--- src/common/spi_cmd_pkg.sv ---
package spi_cmd_pkg;

    // ============================================================
    // Message and response framing
    // ============================================================
    localparam int unsigned MSG_LEN      = 64;  // Bits after the start bit
    localparam int unsigned RESP_LEN     = 64;
    localparam int unsigned MSG_TYPE_LEN = 8;   // Top bits of the message
    localparam int unsigned MSG_ARG_LEN  = MSG_LEN - MSG_TYPE_LEN;
    localparam int unsigned RESP_FLAG_BIT = 7;  // Set in the type when a response follows

    localparam int unsigned LED_WIDTH         = 4;
    localparam int unsigned ACCESS_MODE_WIDTH = 4;

    // Response field positions
    localparam int unsigned ECHO_ARG_LSB = 8;       // Argument in 63:8
    localparam int unsigned SD_MODE_MSB  = 63;      // Access mode in 63:60
    localparam int unsigned SD_VALID_BIT = 59;

    // ============================================================
    // Phase timing
    // ============================================================
    localparam int unsigned TURNAROUND_CYCLES = 8;
    localparam int unsigned CNT_WIDTH         = 7;
    localparam int unsigned RESP_CNT_WIDTH    = $clog2(RESP_LEN);

    // Counter reload values, one edge of each phase is spent in the FSM itself
    localparam logic [CNT_WIDTH-1:0] MSG_CNT_LOAD  = CNT_WIDTH'(MSG_LEN - 1);
    localparam logic [CNT_WIDTH-1:0] TURN_CNT_LOAD = CNT_WIDTH'(TURNAROUND_CYCLES - 2);

    // SD switch-function data block
    localparam int unsigned DAT_WORD_LEN     = 16;
    localparam int unsigned CMD6_BLOCK_WORDS = 32;
    localparam int unsigned CMD6_MODE_WORD   = 8;   // Ninth word
    localparam int unsigned CMD6_MODE_LSB    = 8;
    localparam int unsigned CMD6_IDX_WIDTH   = $clog2(CMD6_BLOCK_WORDS + 1);

    typedef enum logic [MSG_TYPE_LEN-1:0] {
        MSG_NOP       = 8'h00,
        MSG_LED_SET   = 8'h01,
        MSG_ECHO      = 8'h80,
        MSG_SD_STATUS = 8'h81
    } msg_type_e;

    typedef enum logic [2:0] {
        IDLE,
        MSG_IN,
        DECODE,
        TURNAROUND,
        RESP_OUT
    } cmd_state_e;

    typedef logic [MSG_ARG_LEN-1:0]       msg_arg_t;
    typedef logic [RESP_LEN-1:0]          resp_word_t;
    typedef logic [LED_WIDTH-1:0]         led_t;
    typedef logic [ACCESS_MODE_WIDTH-1:0] access_mode_t;

endpackage

--- src/common/spi_resp_if.sv ---
`timescale 1ns/1ps

// Link from the command FSM to the response shifter
interface spi_resp_if;

    logic                    load;      // One-cycle strobe
    spi_cmd_pkg::resp_word_t word;
    logic                    busy;      // High while bits are on the pin
    logic                    bit_out;

    modport fsm (
        output load,
        output word,
        input  busy
    );

    modport tx (
        input  load,
        input  word,
        output busy,
        output bit_out
    );

endinterface

--- src/hw/spi_bit_counter.sv ---
`timescale 1ns/1ps

module spi_bit_counter (
    input  logic                              sd_datInWrite_clk,
    input  logic                              spi_rst_,
    input  logic                              cnt_load,
    input  logic [spi_cmd_pkg::CNT_WIDTH-1:0] cnt_value,
    output logic                              cnt_zero
);

    logic [spi_cmd_pkg::CNT_WIDTH-1:0] cnt;

    // Down-counter, parks at zero until the next load
    always_ff @(posedge sd_datInWrite_clk or negedge spi_rst_) begin
        if (!spi_rst_) begin
            cnt <= '0;
        end else if (cnt_load) begin
            cnt <= cnt_value;
        end else if (cnt != '0) begin
            cnt <= cnt - 1'b1;
        end
    end

    assign cnt_zero = (cnt == '0);  // Seen by the FSM in the same cycle

endmodule

--- src/hw/cmd6_capture.sv ---
`timescale 1ns/1ps

module cmd6_capture (
    input  logic                                 sd_datInWrite_clk,
    input  logic                                 spi_rst_,
    input  logic                                 dat_in_start,
    input  logic                                 dat_in_trigger,
    input  logic [spi_cmd_pkg::DAT_WORD_LEN-1:0] dat_in_data,
    output spi_cmd_pkg::access_mode_t            access_mode,
    output logic                                 mode_valid
);

    localparam logic [spi_cmd_pkg::CMD6_IDX_WIDTH-1:0] MODE_IDX =
        spi_cmd_pkg::CMD6_IDX_WIDTH'(spi_cmd_pkg::CMD6_MODE_WORD);
    localparam logic [spi_cmd_pkg::CMD6_IDX_WIDTH-1:0] LAST_IDX =
        spi_cmd_pkg::CMD6_IDX_WIDTH'(spi_cmd_pkg::CMD6_BLOCK_WORDS);

    logic [spi_cmd_pkg::CMD6_IDX_WIDTH-1:0] word_idx;   // Words seen in this block

    // ============================================================
    // Word index and access mode
    // ============================================================
    always_ff @(posedge sd_datInWrite_clk or negedge spi_rst_) begin
        if (!spi_rst_) begin
            word_idx    <= '0;
            access_mode <= '0;
            mode_valid  <= 1'b0;
        end else if (dat_in_start) begin
            // New block, old mode stays readable but is no longer valid
            word_idx   <= '0;
            mode_valid <= 1'b0;
        end else if (dat_in_trigger) begin
            if (word_idx == MODE_IDX) begin
                access_mode <= dat_in_data[spi_cmd_pkg::CMD6_MODE_LSB +:
                                           spi_cmd_pkg::ACCESS_MODE_WIDTH];
                mode_valid  <= 1'b1;
            end
            if (word_idx != LAST_IDX) begin
                word_idx <= word_idx + 1'b1;    // Saturates at end of block
            end
        end
    end

endmodule

--- src/spi_cmd/msg_rx.sv ---
`timescale 1ns/1ps

module msg_rx (
    input  logic                   sd_datInWrite_clk,
    input  logic                   spi_rst_,
    input  logic                   spi_data_in,
    output spi_cmd_pkg::msg_type_e msg_type,
    output spi_cmd_pkg::msg_arg_t  msg_arg
);

    logic [spi_cmd_pkg::MSG_LEN-1:0]      msg_sr;
    logic [spi_cmd_pkg::MSG_TYPE_LEN-1:0] type_raw;

    // Free-running shift, MSB of the message ends up on top
    always_ff @(posedge sd_datInWrite_clk or negedge spi_rst_) begin
        if (!spi_rst_) begin
            msg_sr <= '0;
        end else begin
            msg_sr <= {msg_sr[spi_cmd_pkg::MSG_LEN-2:0], spi_data_in};
        end
    end

    assign type_raw = msg_sr[spi_cmd_pkg::MSG_LEN-1 -: spi_cmd_pkg::MSG_TYPE_LEN];
    assign msg_arg  = msg_sr[spi_cmd_pkg::MSG_ARG_LEN-1:0];

    // Unknown type codes decode as Nop
    always_comb begin
        case (type_raw)
            spi_cmd_pkg::MSG_LED_SET,
            spi_cmd_pkg::MSG_ECHO,
            spi_cmd_pkg::MSG_SD_STATUS: begin
                msg_type = spi_cmd_pkg::msg_type_e'(type_raw);
            end
            default: begin
                msg_type = spi_cmd_pkg::MSG_NOP;
            end
        endcase
    end

endmodule

--- src/spi_cmd/resp_tx.sv ---
`timescale 1ns/1ps

module resp_tx (
    input  logic    sd_datInWrite_clk,
    input  logic    spi_rst_,
    spi_resp_if.tx  resp
);

    spi_cmd_pkg::resp_word_t                resp_sr;
    logic [spi_cmd_pkg::RESP_CNT_WIDTH-1:0] bits_left;  // Bits after the current one

    // ============================================================
    // Busy window, RESP_LEN cycles from the load
    // ============================================================
    always_ff @(posedge sd_datInWrite_clk or negedge spi_rst_) begin
        if (!spi_rst_) begin
            resp.busy <= 1'b0;
            bits_left <= '0;
        end else if (resp.load) begin
            resp.busy <= 1'b1;
            bits_left <= spi_cmd_pkg::RESP_CNT_WIDTH'(spi_cmd_pkg::RESP_LEN - 1);
        end else if (resp.busy) begin
            if (bits_left == '0) begin
                resp.busy <= 1'b0;  // Last bit just went out
            end else begin
                bits_left <= bits_left - 1'b1;
            end
        end
    end

    // Data path, MSB first
    always_ff @(posedge sd_datInWrite_clk) begin
        if (resp.load) begin
            resp_sr <= resp.word;
        end else if (resp.busy) begin
            resp_sr <= {resp_sr[spi_cmd_pkg::RESP_LEN-2:0], 1'b0};
        end
    end

    assign resp.bit_out = resp_sr[spi_cmd_pkg::RESP_LEN-1];

endmodule

--- src/spi_cmd/cmd_fsm.sv ---
`timescale 1ns/1ps

module cmd_fsm (
    input  logic                              sd_datInWrite_clk,
    input  logic                              spi_rst_,
    input  logic                              spi_data_in,
    input  spi_cmd_pkg::msg_type_e            msg_type,
    input  spi_cmd_pkg::msg_arg_t             msg_arg,
    output logic                              cnt_load,
    output logic [spi_cmd_pkg::CNT_WIDTH-1:0] cnt_value,
    input  logic                              cnt_zero,
    input  spi_cmd_pkg::access_mode_t         access_mode,
    input  logic                              mode_valid,
    spi_resp_if.fsm                           resp,
    output spi_cmd_pkg::led_t                 led
);

    spi_cmd_pkg::cmd_state_e state;
    spi_cmd_pkg::cmd_state_e state_nxt;
    logic                    resp_pending;  // Decoded type wants a response
    spi_cmd_pkg::resp_word_t resp_word_q;

    // ============================================================
    // Next state and counter control
    // ============================================================
    always_comb begin
        state_nxt = state;
        cnt_load  = 1'b0;
        cnt_value = spi_cmd_pkg::MSG_CNT_LOAD;
        resp.load = 1'b0;

        case (state)
            spi_cmd_pkg::IDLE: begin
                if (spi_data_in) begin     // Start bit
                    state_nxt = spi_cmd_pkg::MSG_IN;
                    cnt_load  = 1'b1;
                end
            end
            spi_cmd_pkg::MSG_IN: begin
                if (cnt_zero) begin
                    state_nxt = spi_cmd_pkg::DECODE;    // Last message bit this edge
                end
            end
            spi_cmd_pkg::DECODE: begin
                state_nxt = spi_cmd_pkg::TURNAROUND;
                cnt_load  = 1'b1;
                cnt_value = spi_cmd_pkg::TURN_CNT_LOAD;
            end
            spi_cmd_pkg::TURNAROUND: begin
                if (cnt_zero) begin
                    if (resp_pending) begin
                        resp.load = 1'b1;   // First bit on the pin after this edge
                        state_nxt = spi_cmd_pkg::RESP_OUT;
                    end else begin
                        state_nxt = spi_cmd_pkg::IDLE;
                    end
                end
            end
            spi_cmd_pkg::RESP_OUT: begin
                // Once the shifter is done this state acts as IDLE, so a
                // start bit right after oe falls is not lost
                if (!resp.busy) begin
                    if (spi_data_in) begin
                        state_nxt = spi_cmd_pkg::MSG_IN;
                        cnt_load  = 1'b1;
                    end else begin
                        state_nxt = spi_cmd_pkg::IDLE;
                    end
                end
            end
            default: begin
                state_nxt = spi_cmd_pkg::IDLE;
            end
        endcase
    end

    // ============================================================
    // State, LED and response flag
    // ============================================================
    always_ff @(posedge sd_datInWrite_clk or negedge spi_rst_) begin
        if (!spi_rst_) begin
            state        <= spi_cmd_pkg::IDLE;
            resp_pending <= 1'b0;
            led          <= '0;
        end else begin
            state <= state_nxt;
            if (state == spi_cmd_pkg::DECODE) begin
                resp_pending <= msg_type[spi_cmd_pkg::RESP_FLAG_BIT];
                if (msg_type == spi_cmd_pkg::MSG_LED_SET) begin
                    led <= msg_arg[spi_cmd_pkg::LED_WIDTH-1:0];
                end
            end
        end
    end

    // Response word built during DECODE
    always_ff @(posedge sd_datInWrite_clk) begin
        if (state == spi_cmd_pkg::DECODE) begin
            resp_word_q <= '0;
            case (msg_type)
                spi_cmd_pkg::MSG_ECHO: begin
                    resp_word_q[spi_cmd_pkg::RESP_LEN-1:spi_cmd_pkg::ECHO_ARG_LSB] <= msg_arg;
                end
                spi_cmd_pkg::MSG_SD_STATUS: begin
                    resp_word_q[spi_cmd_pkg::SD_MODE_MSB -: spi_cmd_pkg::ACCESS_MODE_WIDTH]
                        <= access_mode;
                    resp_word_q[spi_cmd_pkg::SD_VALID_BIT] <= mode_valid;
                end
                default: begin
                    resp_word_q <= '0;  // No response payload
                end
            endcase
        end
    end

    assign resp.word = resp_word_q;

endmodule

--- src/hw/spi_cmd_top.sv ---
`timescale 1ns/1ps

module spi_cmd_top (
    input  logic                                 sd_datInWrite_clk,
    input  logic                                 spi_rst_,
    input  logic                                 spi_data_in,
    output logic                                 spi_data_out,
    output logic                                 spi_data_oe,
    output spi_cmd_pkg::led_t                    led,
    input  logic                                 dat_in_start,
    input  logic                                 dat_in_trigger,
    input  logic [spi_cmd_pkg::DAT_WORD_LEN-1:0] dat_in_data
);

    spi_cmd_pkg::msg_type_e            msg_type;
    spi_cmd_pkg::msg_arg_t             msg_arg;
    logic                              cnt_load;
    logic [spi_cmd_pkg::CNT_WIDTH-1:0] cnt_value;
    logic                              cnt_zero;
    spi_cmd_pkg::access_mode_t         access_mode;
    logic                              mode_valid;

    spi_resp_if resp_if ();

    // ============================================================
    // Command path
    // ============================================================
    msg_rx i_msg_rx (
        .sd_datInWrite_clk (sd_datInWrite_clk),
        .spi_rst_          (spi_rst_),
        .spi_data_in       (spi_data_in),
        .msg_type          (msg_type),
        .msg_arg           (msg_arg)
    );

    cmd_fsm i_cmd_fsm (
        .sd_datInWrite_clk (sd_datInWrite_clk),
        .spi_rst_          (spi_rst_),
        .spi_data_in       (spi_data_in),
        .msg_type          (msg_type),
        .msg_arg           (msg_arg),
        .cnt_load          (cnt_load),
        .cnt_value         (cnt_value),
        .cnt_zero          (cnt_zero),
        .access_mode       (access_mode),
        .mode_valid        (mode_valid),
        .resp              (resp_if.fsm),
        .led               (led)
    );

    spi_bit_counter i_spi_bit_counter (
        .sd_datInWrite_clk (sd_datInWrite_clk),
        .spi_rst_          (spi_rst_),
        .cnt_load          (cnt_load),
        .cnt_value         (cnt_value),
        .cnt_zero          (cnt_zero)
    );

    resp_tx i_resp_tx (
        .sd_datInWrite_clk (sd_datInWrite_clk),
        .spi_rst_          (spi_rst_),
        .resp              (resp_if.tx)
    );

    // SD data-in side
    cmd6_capture i_cmd6_capture (
        .sd_datInWrite_clk (sd_datInWrite_clk),
        .spi_rst_          (spi_rst_),
        .dat_in_start      (dat_in_start),
        .dat_in_trigger    (dat_in_trigger),
        .dat_in_data       (dat_in_data),
        .access_mode       (access_mode),
        .mode_valid        (mode_valid)
    );

    assign spi_data_oe  = resp_if.busy;     // Pin driven only during a response
    assign spi_data_out = resp_if.bit_out;

endmodule

--- config.mk ---
export PLATFORM = sky130hd
export DESIGN_NAME = spi_cmd_top
export DESIGN_NICKNAME = d
export VERILOG_FILES = /design/src/common/spi_cmd_pkg.sv /design/src/common/spi_resp_if.sv /design/src/hw/spi_bit_counter.sv /design/src/hw/cmd6_capture.sv /design/src/spi_cmd/msg_rx.sv /design/src/spi_cmd/resp_tx.sv /design/src/spi_cmd/cmd_fsm.sv /design/src/hw/spi_cmd_top.sv
export SDC_FILE = /design/constraint.sdc
export NUM_CORES = 1
export LEC_CHECK = 0
export CORE_MARGIN = 5
export CORE_UTILIZATION = 60
export CTS_CLUSTER_SIZE = 25
export DETAILED_ROUTE_END_ITERATION = 8
export DONT_BUFFER_PORTS = 1
export PLACE_DENSITY = 0.76
export SETUP_SLACK_MARGIN = 0.02
export SYNTH_ARGS = -nofsm -noshare
export SYNTH_HDL_FRONTEND = slang
export SYNTH_SLANG_ARGS = --single-unit
export TNS_END_PERCENT = 10
--- constraint.sdc ---
create_clock -name sd_datInWrite_clk -period 4.1 [get_ports sd_datInWrite_clk]
set_input_delay 0.82 -clock sd_datInWrite_clk [delete_from_list [all_inputs] [get_ports sd_datInWrite_clk]]
set_output_delay 0.82 -clock sd_datInWrite_clk [all_outputs]
set_load 0.02 [all_outputs]
# Yosys cells after proc, flatten, opt, wreduce, memory -nomap -nowiden
# Cells that the tools add are included.
[totals] register_bits=216 inputBits=21 out_inout_bits=6 elab_cells=83
[classes] n_addsub=3 n_eq_ne=17 mux=32 bitwise=1 n_reduce_logical=16
[ops] cell="64-bit two-way mux" n=2
[ops] cell="6-bit two-way mux" n=7
[ops] cell="8-bit == test, second input constant" n=4
[ops] cell="8-bit by 1-bit == test with 1-bit output, second input constant" n=2
[ops] cell="3-bit two-way mux" n=5
[ops] cell="3-bit case mux with 5 select lines" n=1
[ops] cell="7-bit two-way mux" n=2
[ops] cell="1-bit two-way mux" n=12
[ops] cell="2-bit != test, second input constant" n=5
[ops] cell="5-bit case mux with 2 select lines" n=1
[ops] cell="2-bit nonzero test" n=5
[ops] cell="8-bit two-way mux" n=1
[ops] cell="2-bit AND reduction" n=4
[ops] cell="7-bit logical NOT" n=1
[ops] cell="7-bit nonzero test" n=1
[ops] cell="7-bit by 1-bit subtractor with 7-bit output, second input constant" n=1
[ops] cell="6-bit by 1-bit adder with 6-bit output, second input constant" n=1
[ops] cell="3-bit by 2-bit == test with 1-bit output, second input constant" n=2
[ops] cell="6-bit by 4-bit == test with 1-bit output, second input constant" n=1
[ops] cell="6-bit logical NOT" n=1
[ops] cell="6-bit != test, second input constant" n=1
[ops] cell="6-bit by 1-bit subtractor with 6-bit output, second input constant" n=1
[ops] cell="4-bit AND reduction" n=1
[ops] cell="3-bit by 1-bit == test with 1-bit output, second input constant" n=1
[ops] cell="other kinds (6)" n=6

# Logic depth before layout (Yosys ltp)
[depth] ltp_word=5 depth_mapped=8 ltp_nobuf=6

# By module
# Synthesis repeated with hierarchy kept, for this count alone.
[unflattened] cells_unflattened=579 area_unflattened_um2=8819.7
[by_module_without_submodules] module="resp_tx" n_inst=1 cells_per_inst=175 area_per_inst_um2=3060.4 seq_area_each_um2=2097.0
[by_module_without_submodules] module="cmd_fsm" n_inst=1 cells_per_inst=172 area_per_inst_um2=2615.0 seq_area_each_um2=1881.8
[by_module_without_submodules] module="msg_rx" n_inst=1 cells_per_inst=131 area_per_inst_um2=2099.5 seq_area_each_um2=1601.5
[by_module_without_submodules] module="cmd6_capture" n_inst=1 cells_per_inst=56 area_per_inst_um2=596.8 seq_area_each_um2=275.3
[by_module_without_submodules] module="spi_bit_counter" n_inst=1 cells_per_inst=45 area_per_inst_um2=447.9 seq_area_each_um2=175.2

# Worst setup path after synthesis
# No wires, ideal clock.
[synth_timing] kind="register -> register" from="reg i_spi_bit_counter.cnt[0] (netlist bit)" to="reg i_resp_tx.resp_sr[10], enable pin" setup_time_ps=423 t_arrival_ps=3192 required_ps=3677 path_slack_ps=485 path_stages_with_launch=9 n_path_buf=2 synth_period_minus_slack_ps=3615 cell_sequence="dfrtp_1 -> inv_1 -> ha_1 -> or3b_4 -> nor4_4 -> nand4_1 -> buf_4 -> buf_1 -> nand2b_1"
[synth_via] elab_chain_cells=4
[synth_rtl] item="start, declared" line_no="spi_bit_counter.sv:11" text="logic [spi_cmd_pkg::CNT_WIDTH-1:0] cnt;"
[synth_rtl] item="start signal, assigned" line_no="spi_bit_counter.sv:18" text="cnt <= cnt_value;"
[synth_rtl] item="start signal, assigned" line_no="spi_bit_counter.sv:20" text="cnt <= cnt - 1'b1;"
[synth_rtl] item="7-bit logical NOT" line_no="spi_bit_counter.sv:24" text="assign cnt_zero = (cnt == '0);"
[synth_rtl] item="1-bit two-way mux" line_no="cmd_fsm.sv:50" text="if (cnt_zero) begin"
[synth_rtl] item="1-bit two-way mux" line_no="cmd_fsm.sv:32" text="case (state)"
[synth_rtl] item="2-bit nonzero test (no source line)"
[synth_rtl] item="end signal, assigned" line_no="resp_tx.sv:34" text="resp_sr <= resp.word;"
[synth_rtl] item="end signal, assigned" line_no="resp_tx.sv:36" text="resp_sr <= {resp_sr[spi_cmd_pkg::RESP_LEN-2:0], 1'b0};"
[synth_rtl] item="end, declared" line_no="resp_tx.sv:9" text="spi_cmd_pkg::resp_word_t resp_sr;"
# Every way passes these cells.
# A chain may end at the register's enable or synchronous reset.

# Final worst setup path
[layout_timing] from="reg i_spi_bit_counter.cnt[0] (netlist bit)" to="reg i_resp_tx.resp_sr[46], enable pin"
# The elaborated chain is that of the path after synthesis.

==> impl_metrics.csv <==
group,metric,value,unit
pwr,p_total,4150,uW
synth,synth_area,0.00781,mm2
synth,synth_top_cell_by_area,"edfxtp_1",
layout,utilization,68.4,%
grt,grt_max_degree,98,
sta,skew,0.0116,ns
cts,ctsHoldBuffers,0,
synth,synthCells,457,
setup_path,path_buf_inv,2,
synth,ys.flop_type,"edfxtp_1",
sta,timing.slew.headroom,29.6,%
sta,tns,0,ns
die,rows,41,
placement,place_congestion,0.777,
setup_path,cpPeakStageDelay,0.50,ns
die,die_w,124,um
sta,rsz0062_at_grt,"no",
synth,ys_warn_count,0,
cts,cts_setup_buffers,0,
synth,synth_edf_count,112,
synth,yosysTopAreaCellShare,43.1,%
routing,vias_per_cell,5.43,
sta,min_period,2.91,ns
worst_hold_path,hold_class,"primary input to asynchronous set/reset pin",
pwr,power_density,479,mW/mm2
sta,slew_violations,0,
layout,areaGrowthSynthToFinish,11.1,%
grt,overflow,0,
cts,clk_pin_slew_worst_paths,0.06,ns
layout,finalNetCount,497,
routing,drt-initial-drc-count,199,
placement,io_buffers,0,
placement,post-place-ws,1.13,ns
placement,hpwl,6020,um
die,initial_utilization,61.6,%
grt,grt_pass1_vias,3823,
routing,ant_nets,0,
run_status,outcome,"complete, no violations",
sta,finalSetupViolCount,0,
sta,final-hold-violation-count,0,
sta,timing.final.crit_share,71.0,%
synth,yosysMostFrequentCell,"edfxtp_1",
synth,synth_seq_cells,209,
cts,cts_resized,0,
routing,drt-wirelength-per-cell,16.8,um
setup_path,crit_type,"register to register",
setup_path,worstSetupEndpointType,"register",
cts,cts_sinks,209,
grt,grt_pass1_wl,19100,um
setup_path,start_kind,"register",
die,floorplan.die_area,0.0154,mm2
cts,clk_latency,0.48,ns
cts,clock_path_buffers,3,
cts,htreeDepth,1,
grt,grt_antenna_before_repair,0,
synth,synth_top_cells_by_area,"edfxtp_1 (43%), dfrtp_1 (31%), mux2_4 (7.7%)",
routing,routed_wirelength,11000,um
setup_path,path_cells,"inv_1, ha_1, or3b_4, nor4_4, nand4_1, nand2b_2, buf_4",
die,core,0.0127,mm2
setup_path,reg2reg_slack,1.19,ns
setup_path,crit_slowest_cell,"nand2b_2",
synth,synth_cell_types,36,
cts,ctsRootBufferMaster,"clkbuf_16",
synth,syn_avg_cell_area,17.1,um2
synth,synth_nets,483,
cts,cts_tree,"yes",
setup_path,cp_max_fo,24,
routing,vias,3562,
sta,tightest_slew,1.06,ns
layout,fillers,817,
routing,first_pass_iters,4,
layout,drive_gt1_share,21.7,%
die,die_h,124,um
setup_path,required,4.25,ns
sta,layout_setup_ws,1.19,ns
die,ios,27,
layout,diodes,0,
setup_path,critPathTopFamily,"simple AND/OR/NAND/NOR gates",
synth,postSynth.asyncResetShare,46.4,%
pwr,peakVddDrop,0.000326,V
routing,drc,0,
synth,synth_common_cells,"edfxtp_1 (112), dfrtp_1 (97), and2_1 (51)",
pwr,p_leak,0.00318,uW
cts,cts_made_buffers,21,
run,maxCapViolations,0,
sta,fmax,0.344,GHz
setup_path,arrival,3.06,ns
grt,grt_use_total,15.7,%
synth,seq_area_frac_synth,74.2,%
==> stage by stage <==
step	cell area, um2	hold slack [ns]	std cells
floorplan	7810	0.346	457
global placement	7980	0.349	620
detailed placement	7980	0.351	620
CTS	8670	0.0196	656
global route	8670	0.0157	656
finish	8670	0.0396	656
==> final cells by class <==
class / instances / area (um2) / share of cell area (%)
Sequential cell: 209 / 5790 / 66.8
Multi-Input combinational cell: 224 / 1900 / 21.9
Clock buffer: 31 / 616 / 7.10
Tap cell: 172 / 215 / 2.48
Clock inverter: 5 / 76.3 / 0.880
Timing Repair Buffer: 5 / 37.5 / 0.433
Inverter: 10 / 37.5 / 0.433
==> flip-flops by register name, summed over array words and instances (netlist names) <==
signal                      cells
i_resp_tx.resp_sr              56
i_msg_rx.msg_sr                64
i_spi_bit_counter.cnt           7
i_cmd_fsm.state                 3
i_resp_tx.bits_left             6
i_resp_tx.resp.busy             1
i_cmd6_capture.access_mode      4
i_cmd_fsm.resp_pending          1
i_cmd_fsm.resp.word            56
i_cmd_fsm.led                   4
i_cmd6_capture.mode_valid       1
i_cmd6_capture.word_idx         6
==> cells in the final DEF (no fill, tap or decap), types with 2 or more instances in the layout <==
| cell | n |
|---|---|
| nor2b_1 | 3 |
| xor2_1 | 4 |
| buf_4 | 5 |
| a21oi_1 | 4 |
| nand2b_1 | 6 |
| nand2_1 | 17 |
| mux2i_1 | 9 |
| xnor2_1 | 3 |
| clkbuf_1 | 7 |
| nand4_1 | 5 |
| o211ai_1 | 2 |
| clkbuf_16 | 23 |
| edfxtp_1 | 112 |
| or4_1 | 2 |
| mux2_2 | 25 |
| nor2_1 | 17 |
| ha_1 | 5 |
| inv_1 | 9 |
| nor3_1 | 5 |
| o21ai_0 | 7 |
| clkinv_1 | 2 |
| or3b_2 | 2 |
| o31ai_1 | 2 |
| and2_1 | 51 |
| dfrtp_1 | 97 |
| nand3_1 | 4 |
| mux2_4 | 40 |
| bufinv_16 | 2 |
==> where the power goes <==
group / leakage [uW] / internal [uW] / switching, uW
Combinational: 0.000931 / 5.83 / 5.14
Sequential: 0.00192 / 2220 / 14.5
Clock: 0.000334 / 1160 / 737
Total: 0.00318 / 3390 / 756
==> per-layer routing <==
metal  wire length, um  GRT usage (%)
met1              4930           21.8
met2              5400           25.6
met5                 0              0
met4               214           5.00
met3               460           3.18
==> path summary, 6_finish.rpt <==
path                                                from                      to  depth (start not counted)
worst max-delay path            i_spi_bit_counter.cnt[0]   i_resp_tx.resp_sr[46]                          7
worst min-delay path                            spi_rst_  i_resp_tx.bits_left[5]                          0
min in group sd_datInWrite_clk       i_msg_rx.msg_sr[41]     i_msg_rx.msg_sr[42]                          0
worst min register to register       i_msg_rx.msg_sr[41]     i_msg_rx.msg_sr[42]                          0
max in group asynchronous                       spi_rst_      i_msg_rx.msg_sr[8]                          0
worst max register to register  i_spi_bit_counter.cnt[0]   i_resp_tx.resp_sr[46]                          7
==> logic make-up after synthesis <==
logic type      share of synthesized area [%]
flops                                    74.2
simple gates                             8.86
mux                                      12.5
buf+inv                                  1.59
compound gates                           1.33
xor+xnor                                0.785
fa+ha+maj                               0.801
Note: power is estimated with default switching activity, not from simulation.
